$ cat src/hdl/lsu_settings.svh
`ifndef LSU_SETTINGS_SVH
`define LSU_SETTINGS_SVH

// data RAM geometry, in 64-bit words
`define LSU_RAM_WORDS 256

// cycles from accepted address to response
`define LSU_RAM_LATENCY 2

// byte address of word 0
`define LSU_RAM_BASE 32'h8000_0000

`define LSU_RESP_OKAY 2'b00

`endif

$ cat src/hdl/lsu_pkg.sv
package lsu_pkg;

	typedef logic [31:0] addr_t;
	typedef logic [31:0] xlen_t;
	typedef logic [63:0] bus_data_t;
	typedef logic [7:0]  strb_t;
	typedef logic [1:0]  resp_t;
	typedef logic [2:0]  funct3_t;

	typedef struct packed {
		logic    is_store;
		funct3_t funct3;
		xlen_t   src1;
		xlen_t   src2;
		xlen_t   imm;
	} lsu_req_t;

	// shared by ar and aw
	typedef struct packed {
		addr_t      addr;
		logic [2:0] size;
	} axi_ax_t;

	typedef struct packed {
		bus_data_t data;
		strb_t     strb;
	} axi_w_t;

	typedef struct packed {
		bus_data_t data;
		resp_t     resp;
	} axi_r_t;

	typedef enum logic [2:0] {
		IDLE,
		RD_ADDR,
		RD_DATA,
		WR_REQ,
		WR_RESP
	} lsu_state_t;

endpackage

$ cat src/hdl/load_extend.sv
`timescale 1ns/1ps

module load_extend import lsu_pkg::*; (
	input  bus_data_t  rdata,
	input  logic [2:0] addr_low,
	input  funct3_t    funct3,
	output xlen_t      value
);

	xlen_t word;
	xlen_t shifted;

	assign word    = addr_low[2] ? rdata[63:32] : rdata[31:0]; // upper or lower half
	assign shifted = word >> {addr_low[1:0], 3'b000};

	always_comb begin
		case (funct3)
			3'b000:  value = {{24{shifted[7]}}, shifted[7:0]};   // lb
			3'b001:  value = {{16{shifted[15]}}, shifted[15:0]}; // lh
			3'b100:  value = {24'h0, shifted[7:0]};              // lbu
			3'b101:  value = {16'h0, shifted[15:0]};             // lhu
			default: value = shifted;                            // lw
		endcase
	end

endmodule

$ cat src/hdl/lsu_core.sv
`timescale 1ns/1ps
`include "lsu_settings.svh"

module lsu_core import lsu_pkg::*; (
	input  logic     clock,
	input  logic     rst_n,
	input  lsu_req_t req,
	input  logic     req_valid,
	output logic     busy,
	output logic     done,
	output xlen_t    load_val,
	output axi_ax_t  ar,
	output logic     arvalid,
	input  logic     arready,
	input  axi_r_t   r,
	input  logic     rvalid,
	output logic     rready,
	output axi_ax_t  aw,
	output logic     awvalid,
	input  logic     awready,
	output axi_w_t   w,
	output logic     wvalid,
	input  logic     wready,
	input  resp_t    bresp,
	input  logic     bvalid,
	output logic     bready
);

	lsu_req_t   req_q;
	lsu_state_t state;
	axi_ax_t    ax;
	addr_t      addr;
	xlen_t      ext_val;
	logic       ar_fire;
	logic       r_fire;
	logic       aw_fire;
	logic       w_fire;
	logic       b_fire;
	logic       aw_left;
	logic       w_left;

	assign addr    = req_q.src1 + req_q.imm;
	assign ax.addr = addr;
	assign ax.size = {1'b0, req_q.funct3[1:0]}; // 0 byte, 1 half, 2 word
	assign ar      = ax;
	assign aw      = ax;

	assign busy   = state != IDLE;
	assign rready = state == RD_DATA;
	assign bready = state == WR_RESP;

	assign ar_fire = arvalid & arready;
	assign r_fire  = rvalid & rready;
	assign aw_fire = awvalid & awready;
	assign w_fire  = wvalid & wready;
	assign b_fire  = bvalid & bready;
	assign aw_left = awvalid & ~awready; // still waiting after this edge
	assign w_left  = wvalid & ~wready;

	load_extend u_load_extend (
		.rdata    (r.data),
		.addr_low (addr[2:0]),
		.funct3   (req_q.funct3),
		.value    (ext_val)
	);

	store_lane u_store_lane (
		.src2     (req_q.src2),
		.addr_low (addr[2:0]),
		.funct3   (req_q.funct3),
		.w        (w)
	);

	always_ff @(posedge clock) begin
		if (!rst_n) begin
			state    <= IDLE;
			arvalid  <= 1'b0;
			awvalid  <= 1'b0;
			wvalid   <= 1'b0;
			done     <= 1'b0;
			load_val <= '0;
		end else begin
			done <= 1'b0;
			case (state)
				IDLE: begin
					if (req_valid) begin
						state   <= req.is_store ? WR_REQ : RD_ADDR;
						arvalid <= ~req.is_store;
						awvalid <= req.is_store;
						wvalid  <= req.is_store;
					end
				end
				RD_ADDR: begin
					if (ar_fire) begin
						arvalid <= 1'b0;
						state   <= RD_DATA;
					end
				end
				RD_DATA: begin
					if (r_fire) begin
						if (r.resp == `LSU_RESP_OKAY) begin
							load_val <= ext_val;
							done     <= 1'b1;
							state    <= IDLE;
						end else begin
							arvalid <= 1'b1; // reissue the read
							state   <= RD_ADDR;
						end
					end
				end
				WR_REQ: begin
					if (aw_fire)
						awvalid <= 1'b0;
					if (w_fire)
						wvalid <= 1'b0;
					if (!aw_left && !w_left)
						state <= WR_RESP;
				end
				WR_RESP: begin
					if (b_fire) begin
						if (bresp == `LSU_RESP_OKAY) begin
							done  <= 1'b1;
							state <= IDLE;
						end else begin
							awvalid <= 1'b1; // reissue the write
							wvalid  <= 1'b1;
							state   <= WR_REQ;
						end
					end
				end
				default: state <= IDLE;
			endcase
		end
	end

	always_ff @(posedge clock) begin
		if (state == IDLE && req_valid)
			req_q <= req; // held for the whole access
	end

endmodule

$ cat src/hdl/store_lane.sv
`timescale 1ns/1ps

module store_lane import lsu_pkg::*; (
	input  xlen_t      src2,
	input  logic [2:0] addr_low,
	input  funct3_t    funct3,
	output axi_w_t     w
);

	strb_t mask;

	always_comb begin
		case (funct3[1:0])
			2'b00:   mask = 8'h01; // sb
			2'b01:   mask = 8'h03; // sh
			default: mask = 8'h0f; // sw
		endcase
	end

	// byte lanes follow the low address bits
	assign w.strb = mask << addr_low;
	assign w.data = bus_data_t'(src2) << {addr_low, 3'b000};

endmodule

$ cat config.mk
export PLATFORM = sky130hd
export DESIGN_NAME = lsu_core
export DESIGN_NICKNAME = d
export VERILOG_FILES = /design/src/hdl/lsu_pkg.sv /design/src/hdl/load_extend.sv /design/src/hdl/lsu_core.sv /design/src/hdl/store_lane.sv
export VERILOG_INCLUDE_DIRS = /design/src /design/src/hdl
export SDC_FILE = /design/constraint.sdc
export NUM_CORES = 1
export LEC_CHECK = 0
export BUFFER_PORTS_ARGS = -buffer_cell sky130_fd_sc_hd__buf_2
export CAP_MARGIN = 20
export CORE_ASPECT_RATIO = 0.5
export CORE_MARGIN = 5
export CORE_UTILIZATION = 53
export CTS_CLUSTER_DIAMETER = 60
export DETAILED_ROUTE_END_ITERATION = 7
export GPL_TIMING_DRIVEN = 0
export PLACE_DENSITY = 0.86
export REMOVE_ABC_BUFFERS = 1
export SLEW_MARGIN = 20
export SYNTH_ARGS = -nofsm -noshare
export SYNTH_HDL_FRONTEND = slang
export SYNTH_HIERARCHICAL = 1
export SYNTH_SLANG_ARGS = --single-unit
$ cat constraint.sdc
create_clock -name clock -period 9.7 [get_ports clock]
set_input_delay 1.94 -clock clock [delete_from_list [all_inputs] [get_ports clock]]
set_output_delay 1.94 -clock clock [all_outputs]
set_load 0.02 [all_outputs]
==> results.txt, run 1 <==
Status: completed
RSZ-0062 raised after global routing: no
Synthesis-stage register bit count: 138
Share of layout cells above drive strength 1: 39.1%
Syn avg cell area: 10.2 um^2
Post-synth cell types: 79
Fillers: 1304
Setup WS post-layout: 4.39 ns
Pwr Total: 3.61 mW
Worst EP arrival: 3.37 ns
CP Max Fanout: 32
Cell accounting for the most synthesized area: edfxtp_1
Final setup vio count: 0
Yosys top cell area share: 32.7%
Slowest cell on the critical path: nand2b_1
Critical path's top delay family: adder cells
Post-synth EDFFs: 99
Setup crit end kind: output port
Pins Over Slew Limit: 0
Post_cts resized: 0
Worst-Margin Slew: 1.07 ns
Area taken by multi-input logic gates: 0.00464 mm^2
Drt initial violations: 461
Mapped cell area: 0.00908 mm^2
Die extent in x: 195 um
Layout Skew: 0.0104 ns
Clock latency at the later pin of the worst-skew pair: 0.41 ns
Worst Path Buf+Inv: 2
HPWL Detailed: 20500 um
CTS hold repair buffers: 0
Clock transition at path regs: 0.06 ns
Leading cell type in the layout, fill and taps excluded: buf_2
Peak VDD IR: 0.224 mV
Synth top area cells: edfxtp_1 (33%), dfxtp_1 (8.6%), nand2_1 (5.7%), mux4_2 (5.5%), ha_1 (4.3%)
Routed vias/inst: 5.81
Max-cap violations: 0
Vias post-DR: 8266
Cell count after synthesis: 887
FP Rows: 33
Initial cell density of the core: 54.7%
Final Hold Fails: 0
I/O pin cnt: 357
Worst slack at placement: 4.64 ns
Initial antenna violation count: 3
First-pass GRT wire length: 40900 um
Core ar.: 0.0166 mm^2
Total Wirelength: 26700 um
Gr usage total: 25.3%
Rel. slew slack: 28.4%
NumNets Final: 1383
Minimum clock period: 5.31 ns
Period utilization: 54.7%
CTS Root Cell: clkbuf_16
Power Density: 317 mW/mm^2
CTS tree: done
Critical path launch point type: flop
Sink Count: 138
Main flop type after synthesis: edfxtp_1
# port buffers: 354
Avg WL per Cell: 18.8 um
Worst path max stage delay: 0.58 ns
Largest net degree at the start of global routing: 65
WP data required: 7.76 ns
Vias in the first global route: 8052
Register area share after synthesis: 41.3%
DRC: 0
CP cell instances: ha_4, fa_2, xor2_4, buf_16, nand2b_1, o221ai_1, buf_2
Pleak: 4.96 nW
Die Y: 103 um
Storage cell area: 0.00375 mm^2
Post-CTS Setup Bufs: 0
CTS max path bufs: 2
Total gr overflow: 0
Critical path class: flop to output port
Layout Area Growth over Synthesis: 25.4%
Total CTS buffers: 17
Async S/R FF share, synth: 0%
Post-DRT Antenna Nets: 0
Drt pass-1 iters: 5
Die area: 0.0200 mm^2
Worst hold path type: flop to flop
YS warnings: 6
Htree depth: 4
Max Fclk: 0.188 GHz
Most frequent cells in the layout: buf_2 (354), nand2_1 (138), edfxtp_1 (99), a21oi_1 (54), dfxtp_1 (39)
Routability congestion estimate: 0.935
## report_power, final
group,total [mW],switching (mW),internal (mW)
Clock,0.716,0.247,0.469
Combinational,2.11,1.34,0.765
Sequential,0.787,0.0499,0.738
Total,3.61,1.64,1.97
## per-stage QoR
step	instances	hold WS (ns)	area [um^2]	setup TNS, ns	utilization, %
2_1_floorplan	794	0.533	8420	-4.46	-
3_3_place_gp	1375	0.439	10500	-35.49	63.1
3_5_place_dp	1383	0.446	10700	0	64.6
4_1_cts	1415	0.455	11400	0	68.5
5_1_grt	1418	0.478	11400	0	68.6
6_report	1422	0.452	11400	0	68.6
## worst paths after layout
check,startpoint,endpoint,slack [ns],cells after the start
max,req_q[64],w[63],4.39,7
min,load_val[19],load_val[19],0.45,2
max reg2reg,req_q[64],load_val[16],6.56,9
min reg2reg,load_val[19],load_val[19],0.45,2
## registers in the layout, summed over array words and instances (netlist names)
name	flops
awvalid	1
load_val	32
ar	2
req_q	97
state	3
done	1
arvalid	1
wvalid	1
## worst min-delay path, cell delays in order, from the launching register on
cell      delay (ns)
dfxtp_1         0.31
nand2_1         0.05
a21boi_1        0.05
## cell type report
type | instances | area share, %
repair buffers | 362 | 17.2
clock inverters | 12 | 1.71
flip-flops and latches | 138 | 33.0
clock buffers | 20 | 4.01
inverters | 20 | 0.659
multi-input cells | 636 | 40.8
well taps | 227 | 2.49
diodes | 7 | 0.154
## synthesized netlist by cell type, drive strengths merged (17+ instances only)
master / n
nand2b: 17
a21boi: 30
inv: 19
nand2: 139
ha: 31
a21oi: 56
edfxtp: 99
buf: 78
mux2i: 29
o221ai: 18
nand3: 31
o21ai: 35
dfxtp: 39
nor2: 40
o22ai: 27
mux4: 22
## layer usage
metal / GRT usage (%) / vias up / part of all wire [%]
met5: 0 / - / 0
met2: 45.7 / 392 / 52
li1: - / 3861 / -
met3: 5.00 / 53 / 7.5
met1: 30.6 / 3960 / 39
met4: 10.0 / 0 / 2.3
## logic make-up (layout without fill, tap and decap cells)
| kind of cell | Yosys count | in the layout | synth area share, % |
|---|---|---|---|
| compound gates | 219 | 219 | 16.9 |
| xor+xnor | 27 | 27 | 2.60 |
| fa+ha+maj | 32 | 32 | 4.49 |
| buf+inv | 114 | 414 | 8.13 |
| flops | 138 | 138 | 41.3 |
| mux | 60 | 60 | 9.81 |
| other cells | 1 | 9 | 0.0413 |
| simple gates | 296 | 296 | 16.7 |
Note: power is estimated with default switching activity, not from simulation.
==> run 2: changes to the inputs <==
Settings changed: CORE_UTILIZATION 53 to 50, PLACE_DENSITY 0.86 to 0.82.
Clock period 9.7 ns to 5.51 ns, I/O delays scaled along.
==> run 2 against run 1 <==
  * Count of clock-buffer cells in the layout is 2 lower
  * First-iteration DRC count rose by 39%
  * Critical path depth is the same
  * Final cell count increased by 0.21%
==> results.txt, run 2 (synthesis gave the netlist of run 1 again) <==
Status: completed
Routability congestion estimate: 0.911 (-2.5%)
R2R depth: 9 (unchanged)
Critical path class: flop to output port
Layout Skew: 0.0124 ns (+0.00203 ns)
Leading cell type in the layout, fill and taps excluded: buf_2
WP data required: 4.41 ns (-3.35 ns)
RSZ-0062 raised after global routing: no
Worst hold endpoint: load_val[17]
Critical path origin: req_q[0]
Die area: 0.0211 mm^2 (+5.5%)
R2R Path End: load_val[31]
Part of the power in the clock network: 17.4% (-2.4 points)
HPWL Detailed: 20900 um (+1.8%)
CTS max path bufs: 2 (unchanged)
Die extent in x: 201 um (+2.8%)
Peak VDD IR: 0.293 mV (+31%)
Die Y: 105 um (+2.7%)
Routed vias/inst: 5.81 (about the same)
Avg WL per Cell: 19.0 um (+1.5%)
R2r startpoint: req_q[0]
Post_cts resized: 0 (unchanged)
Core ar.: 0.0176 mm^2 (+6.1%)
Minimum clock period: 4.64 ns
Hold Crit Start: load_val[17]
Vias post-DR: 8286 (+0.24%)
I/O pin cnt: 357 (unchanged)
CP Max Fanout: 26 (-19%)
Worst EP arrival: 3.54 ns (+0.17 ns)
Max reg flops: 97 (unchanged)
Final core area utilization: 64.1% (-4.5 points)
Power Density: 549 mW/mm^2 (+73%)
Largest net degree at the start of global routing: 60 (-7.7%)
Drt pass-1 iters: 5 (unchanged)
Flop pwr share: 22.4% (+0.6 points)
Pint: 3.27 mW (+66%)
Pwr Total: 6.20 mW (+72%)
Total Wirelength: 27100 um (+1.7%)
Max-cap violations: 0 (unchanged)
Logic pwr share: 60.2% (+1.8 points)
Clock transition at path regs: 0.06 ns (about the same)
Cells on Worst Hold Path: 2 (unchanged)
Initial antenna violation count: 3 (unchanged)
Final Hold Fails: 0 (unchanged)
Most frequent cells in the layout: buf_2 (354), nand2_1 (138), edfxtp_1 (99), a21oi_1 (54), dfxtp_1 (39)
Total CTS buffers: 17 (unchanged)
DRC: 0 (unchanged)
Sw power: 2.93 mW (+79%)
Final setup vio count: 0 (unchanged)
Worst hold path type: flop to flop
Period utilization: 84.2%
Storage cell area: 0.00375 mm^2 (unchanged)
CTS hold repair buffers: 0 (unchanged)
First-pass GRT wire length: 42700 um (+4.6%)
Sink Count: 138 (unchanged)
Total gr overflow: 0 (unchanged)
Setup crit end kind: output port
Worst-Margin Slew: 1.10 ns (+0.0252 ns)
Fillers: 1459 (+12%)
Htree depth: 4 (unchanged)
R2r setup slk: 2.28 ns (-4.28 ns)
Max Fclk: 0.215 GHz
Clock latency at the later pin of the worst-skew pair: 0.40 ns (about the same)
FP Rows: 34 (+3.0%)
CTS Root Cell: clkbuf_16
Area taken by multi-input logic gates: 0.00464 mm^2 (unchanged)
Gr usage total: 24.4% (-0.87 points)
Pins Over Slew Limit: 0 (unchanged)
Post-CTS Setup Bufs: 0 (unchanged)
NumNets Final: 1383 (unchanged)
Pleak: 4.91 nW (-1.0%)
Largest Register: req_q
Post-DRT Antenna Nets: 0 (unchanged)
Critical path launch point type: flop
Vias in the first global route: 8270 (+2.7%)
Switching Share: 47.2% (+1.8 points)
Biggest regs: req_q: 97 flops, load_val: 32 flops, state: 3 flops
Initial cell density of the core: 51.6% (-3.1 points)
Drt initial violations: 642 (+39%)
CTS tree: done
Rel. slew slack: 26.7% (-1.7 points)
Layout Area Growth over Synthesis: 24.4%
Share of layout cells above drive strength 1: 39.1% (unchanged)
# port buffers: 354 (unchanged)
run 2: cell types whose count changed in the layout (fill, tap and decap cells not counted):
cell and delta:
buf_16 +1, clkbuf_8 -2, buf_12 -1, clkinvlp_4 +2
clkinv_4 +2, inv_6 +2, bufinv_16 -4, diode_2 -4
run 2: how the worst max path moves through the flow:
stage,slack (ns),cells past startpoint,end
6_report,0.87,7,w[61]
5_1_grt,0.68,7,w[61]
2_1_floorplan,-3.58,5,w[61]
3_5_place_dp,1.10,7,w[39]
4_1_cts,0.63,7,w[39]
3_3_place_gp,-4.90,6,w[58]
run 2: power groups by stage:
stage	logic [mW]	registers, mW	clock network [mW]
after floorplan	2.51	1.42	0
after global placement	3.56	1.43	0
after detailed placement	3.71	1.41	0
after global routing	3.98	1.40	1.16
after CTS	3.72	1.39	1.10
final	3.73	1.39	1.08
run 2: layer usage:
metal,up-vias,part of all wire (%),global-route usage [%]
met3,52,7.6,4.94
met1,3990,39,30.2
li1,3843,-,-
met4,0,2.5,8.83
met2,401,51,43.0
met5,-,0,0
run 2: worst max-delay path, cell delays in order (launching register included):
cell      delay (ns)
edfxtp_1        0.42
ha_4            0.20
fa_2            0.39
xor2_4          0.57
buf_16          0.25
nand2b_1        0.59
o221ai_1        0.47
buf_2           0.23
run 2: layout make-up:
class,instances,share of cell area [%]
multi-input combinational,636,41.1
antenna,3,0.0665
timing repair buffer,362,17.4
inverter,20,0.665
sequential,138,33.2
clock inverter,14,1.11
clock buffer,18,3.80
tap,234,2.59
run 2: through the flow:
stage                     setup TNS [ns]  std cells  hold slack [ns]  instance area, um^2  setup WS (ns)
after floorplan                  -272.54        794            0.533                 8420          -3.58
after global placement           -561.73       1382            0.439                10500          -4.90
after detailed placement               0       1390            0.444                10700           1.10
after CTS                              0       1422            0.453                11300          0.633
after global routing                   0       1425            0.474                11300          0.685
final                                  0       1425            0.454                11300          0.869
==> run 3: changes to the inputs <==
Settings changed: ABC_AREA set to 1, CORE_UTILIZATION 50 to 51.
Clock period 5.51 ns to 4.5 ns, I/O delays scaled along.
==> run 3 against run 2 <==
  * The flow now finishes with violations (design-rule violations)
  * Clock power rose by 36%
  * Global-route usage rose by 0.63 points
  * Synthesized cell count rose by 60%
  * Final cell count rose by 39%
  * Utilization rose by 0.85 points
  * Area after synthesis rose by 8.0%
  * Worst hold slack improved by 0.022 ns
  * Register-to-register slack got worse by 1.0 ns
  * Clock skew fell by 0.0024 ns
  * Largest power group unchanged
==> results.txt, run 3 <==
Die Y: 108 um (+2.6%)
Top cells by count, synth: nand2_1 (513), nor2_1 (159), inv_1 (156), nand3_1 (109), edfxtp_1 (99)
Largest Register: req_q
Critical path class: flop to output port
Cell accounting for the most synthesized area: edfxtp_1
Vias post-DR: 9816 (+18%)
CTS max path bufs: 2 (unchanged)
Post_cts resized: 0 (unchanged)
CP Max Fanout: 19 (-27%)
Post-CTS Setup Bufs: 0 (unchanged)
Register area share after synthesis: 38.3% (-3.1 points)
Count leader, synth: nand2_1
Drt pass-1 iters: 8 (+3)
Failing checks: design-rule violations
Final Instance Count excl. Fillers: 1984 (+39%)
Clock latency at the later pin of the worst-skew pair: 0.42 ns (+0.02 ns)
FP Rows: 35 (+2.9%)
Htree depth: 4 (unchanged)
First-pass GRT wire length: 44900 um (+4.9%)
Setup crit end kind: output port
Post-synth cell types: 40 (-49%)
Cell count after synthesis: 1415 (+60%)
Total CTS buffers: 17 (unchanged)
Worst EP arrival: 3.34 ns (-0.20 ns)
WP data required: 3.60 ns (-0.81 ns)
I/O pin cnt: 357 (unchanged)
Worst hold path type: flop to flop
Max reg flops: 97 (unchanged)
Post-DRT Antenna Nets: 0 (unchanged)
Post-synth EDFFs: 99 (unchanged)
CTS Root Cell: clkbuf_16
Total gr overflow: 0 (unchanged)
Rel. slew slack: 48.6% (+22 points)
Initial antenna violation count: 2 (-1)
Gr usage total: 25.1% (+0.63 points)
Most frequent cells in the layout: nand2_1 (513), buf_2 (354), nor2_1 (158), inv_1 (155), nand3_1 (109)
Worst-Margin Slew: 0.770 ns (-0.330 ns)
Synth top area cells: edfxtp_1 (30%), nand2_1 (20%), dfxtp_1 (8.0%), nor2_1 (6.1%), inv_1 (6.0%)
Pins Over Slew Limit: 0 (unchanged)
Drt initial violations: 805 (+25%)
Largest net degree at the start of global routing: 61 (+1.7%)
Vias in the first global route: 8805 (+6.5%)
Biggest regs: req_q: 97 flops, load_val: 32 flops, state: 3 flops
Main flop type after synthesis: edfxtp_1
Clock transition at path regs: 0.06 ns (about the same)
Final setup vio count: 0 (unchanged)
Sink Count: 138 (unchanged)
Period utilization: 94.3%
Total Wirelength: 29100 um (+7.2%)
Max-cap violations: 0 (unchanged)
HPWL Detailed: 22400 um (+7.3%)
Max Fclk: 0.236 GHz
Die area: 0.0223 mm^2 (+5.5%)
NumNets Final: 1918 (+39%)
Routed vias/inst: 4.95 (-15%)
Peak VDD IR: 0.451 mV (+54%)
Synthesis-stage register bit count: 138 (unchanged)
RSZ-0062 raised after global routing: no
Layout Area Growth over Synthesis: 23.6%
Core ar.: 0.0187 mm^2 (+5.9%)
Pwr Total: 9.05 mW (+46%)
DP Cell Count: 1950 (+40%)
Yosys top cell area share: 30.3% (-2.4 points)
Avg WL per Cell: 14.6 um (-23%)
Final Hold Fails: 0 (unchanged)
Power Density: 746 mW/mm^2 (+36%)
Share of layout cells above drive strength 1: 25.2% (-14 points)
Leading cell type in the layout, fill and taps excluded: nand2_1
Mapped cell area: 0.00981 mm^2 (+8.0%)
Minimum clock period: 4.24 ns
Routability congestion estimate: 0.919 (+0.86%)
Async S/R FF share, synth: 0% (unchanged)
YS warnings: 6 (unchanged)
DRC: 3 (+3)
# port buffers: 354 (unchanged)
Final Cell Area: 0.0121 mm^2 (+7.3%)
CTS hold repair buffers: 0 (unchanged)
Layout Skew: 0.0101 ns (-0.00237 ns)
Placed inst area: 0.0115 mm^2 (+7.3%)
Initial cell density of the core: 52.6% (+1.0 points)
Critical path launch point type: flop
Pleak: 6.60 nW (+34%)
Status: finished with violations
Syn avg cell area: 6.94 um^2 (-32%)
CTS tree: done
Final core area utilization: 65.0% (+0.85 points)
Die extent in x: 206 um (+2.8%)
run 3: metrics by stage:
stage	worst slack [ns]	hold WS (ns)	setup TNS, ns
finish	0.256	0.476	0
global route	0.161	0.497	0
CTS	0.326	0.480	0
detailed placement	0.797	0.465	0
global placement	-5.28	0.457	-713.43
floorplan	-2.59	0.499	-316.94
run 3: per-layer routing:
layer  GRT usage, %  share of wire, %  vias to the layer above
met3           4.08               7.5                       39
met1           34.1                43                     4339
met5              0                 0                        -
met2           42.4                48                      384
li1               -                 -                     5054
met4           5.88               1.9                        0
run 3: worst max-delay path: stages (launching register included):
cell and delay [ns]:
edfxtp_1 0.42, ha_4 0.20, fa_2 0.43, xor2_4 0.28
buf_16 0.25, inv_2 0.33, nand2_1 0.41, nor2_1 0.37
buf_2 0.24
run 3: power by group:
group | internal [mW] | leakage [nW] | switching (mW) | total (mW)
clock network | 0.880 | 0.292 | 0.586 | 1.47
logic | 1.83 | 5.06 | 3.96 | 5.79
registers | 1.67 | 1.25 | 0.126 | 1.79
total | 4.38 | 6.60 | 4.67 | 9.05
run 3: cell type report:
cell class | count | area, um^2
Antenna cell | 2 | 5.00
Clock buffer | 19 | 433
Clock inverter | 13 | 169
Fill cell | 1714 | 6530
Inverter | 165 | 629
Multi-Input combinational cell | 1025 | 4810
Sequential cell | 138 | 3750
Tap cell | 259 | 324
Timing Repair Buffer | 363 | 2000
run 3: final timing paths:
kind	start	end	slack, ns	depth (start not counted)
worst min register to register	load_val[15]	load_val[15]	0.48	2
worst max-delay path	req_q[0]	w[14]	0.26	8
worst min-delay path	load_val[15]	load_val[15]	0.48	2
worst max register to register	req_q[0]	load_val[29]	1.23	13
run 3: kinds of logic (layout without fill, tap and decap cells):
family / after synthesis / in the layout / share of synthesized area (%)
AOI/OAI and AO/OA: 150 / 150 / 8.02
xor gates and xnor gates: 16 / 16 / 1.43
adders and majority gates: 32 / 32 / 4.16
buffers and inverters: 253 / 560 / 13.2
DFF: 138 / 138 / 38.3
other: 1 / 4 / 0.0382
and+or+nand+nor: 825 / 825 / 34.9
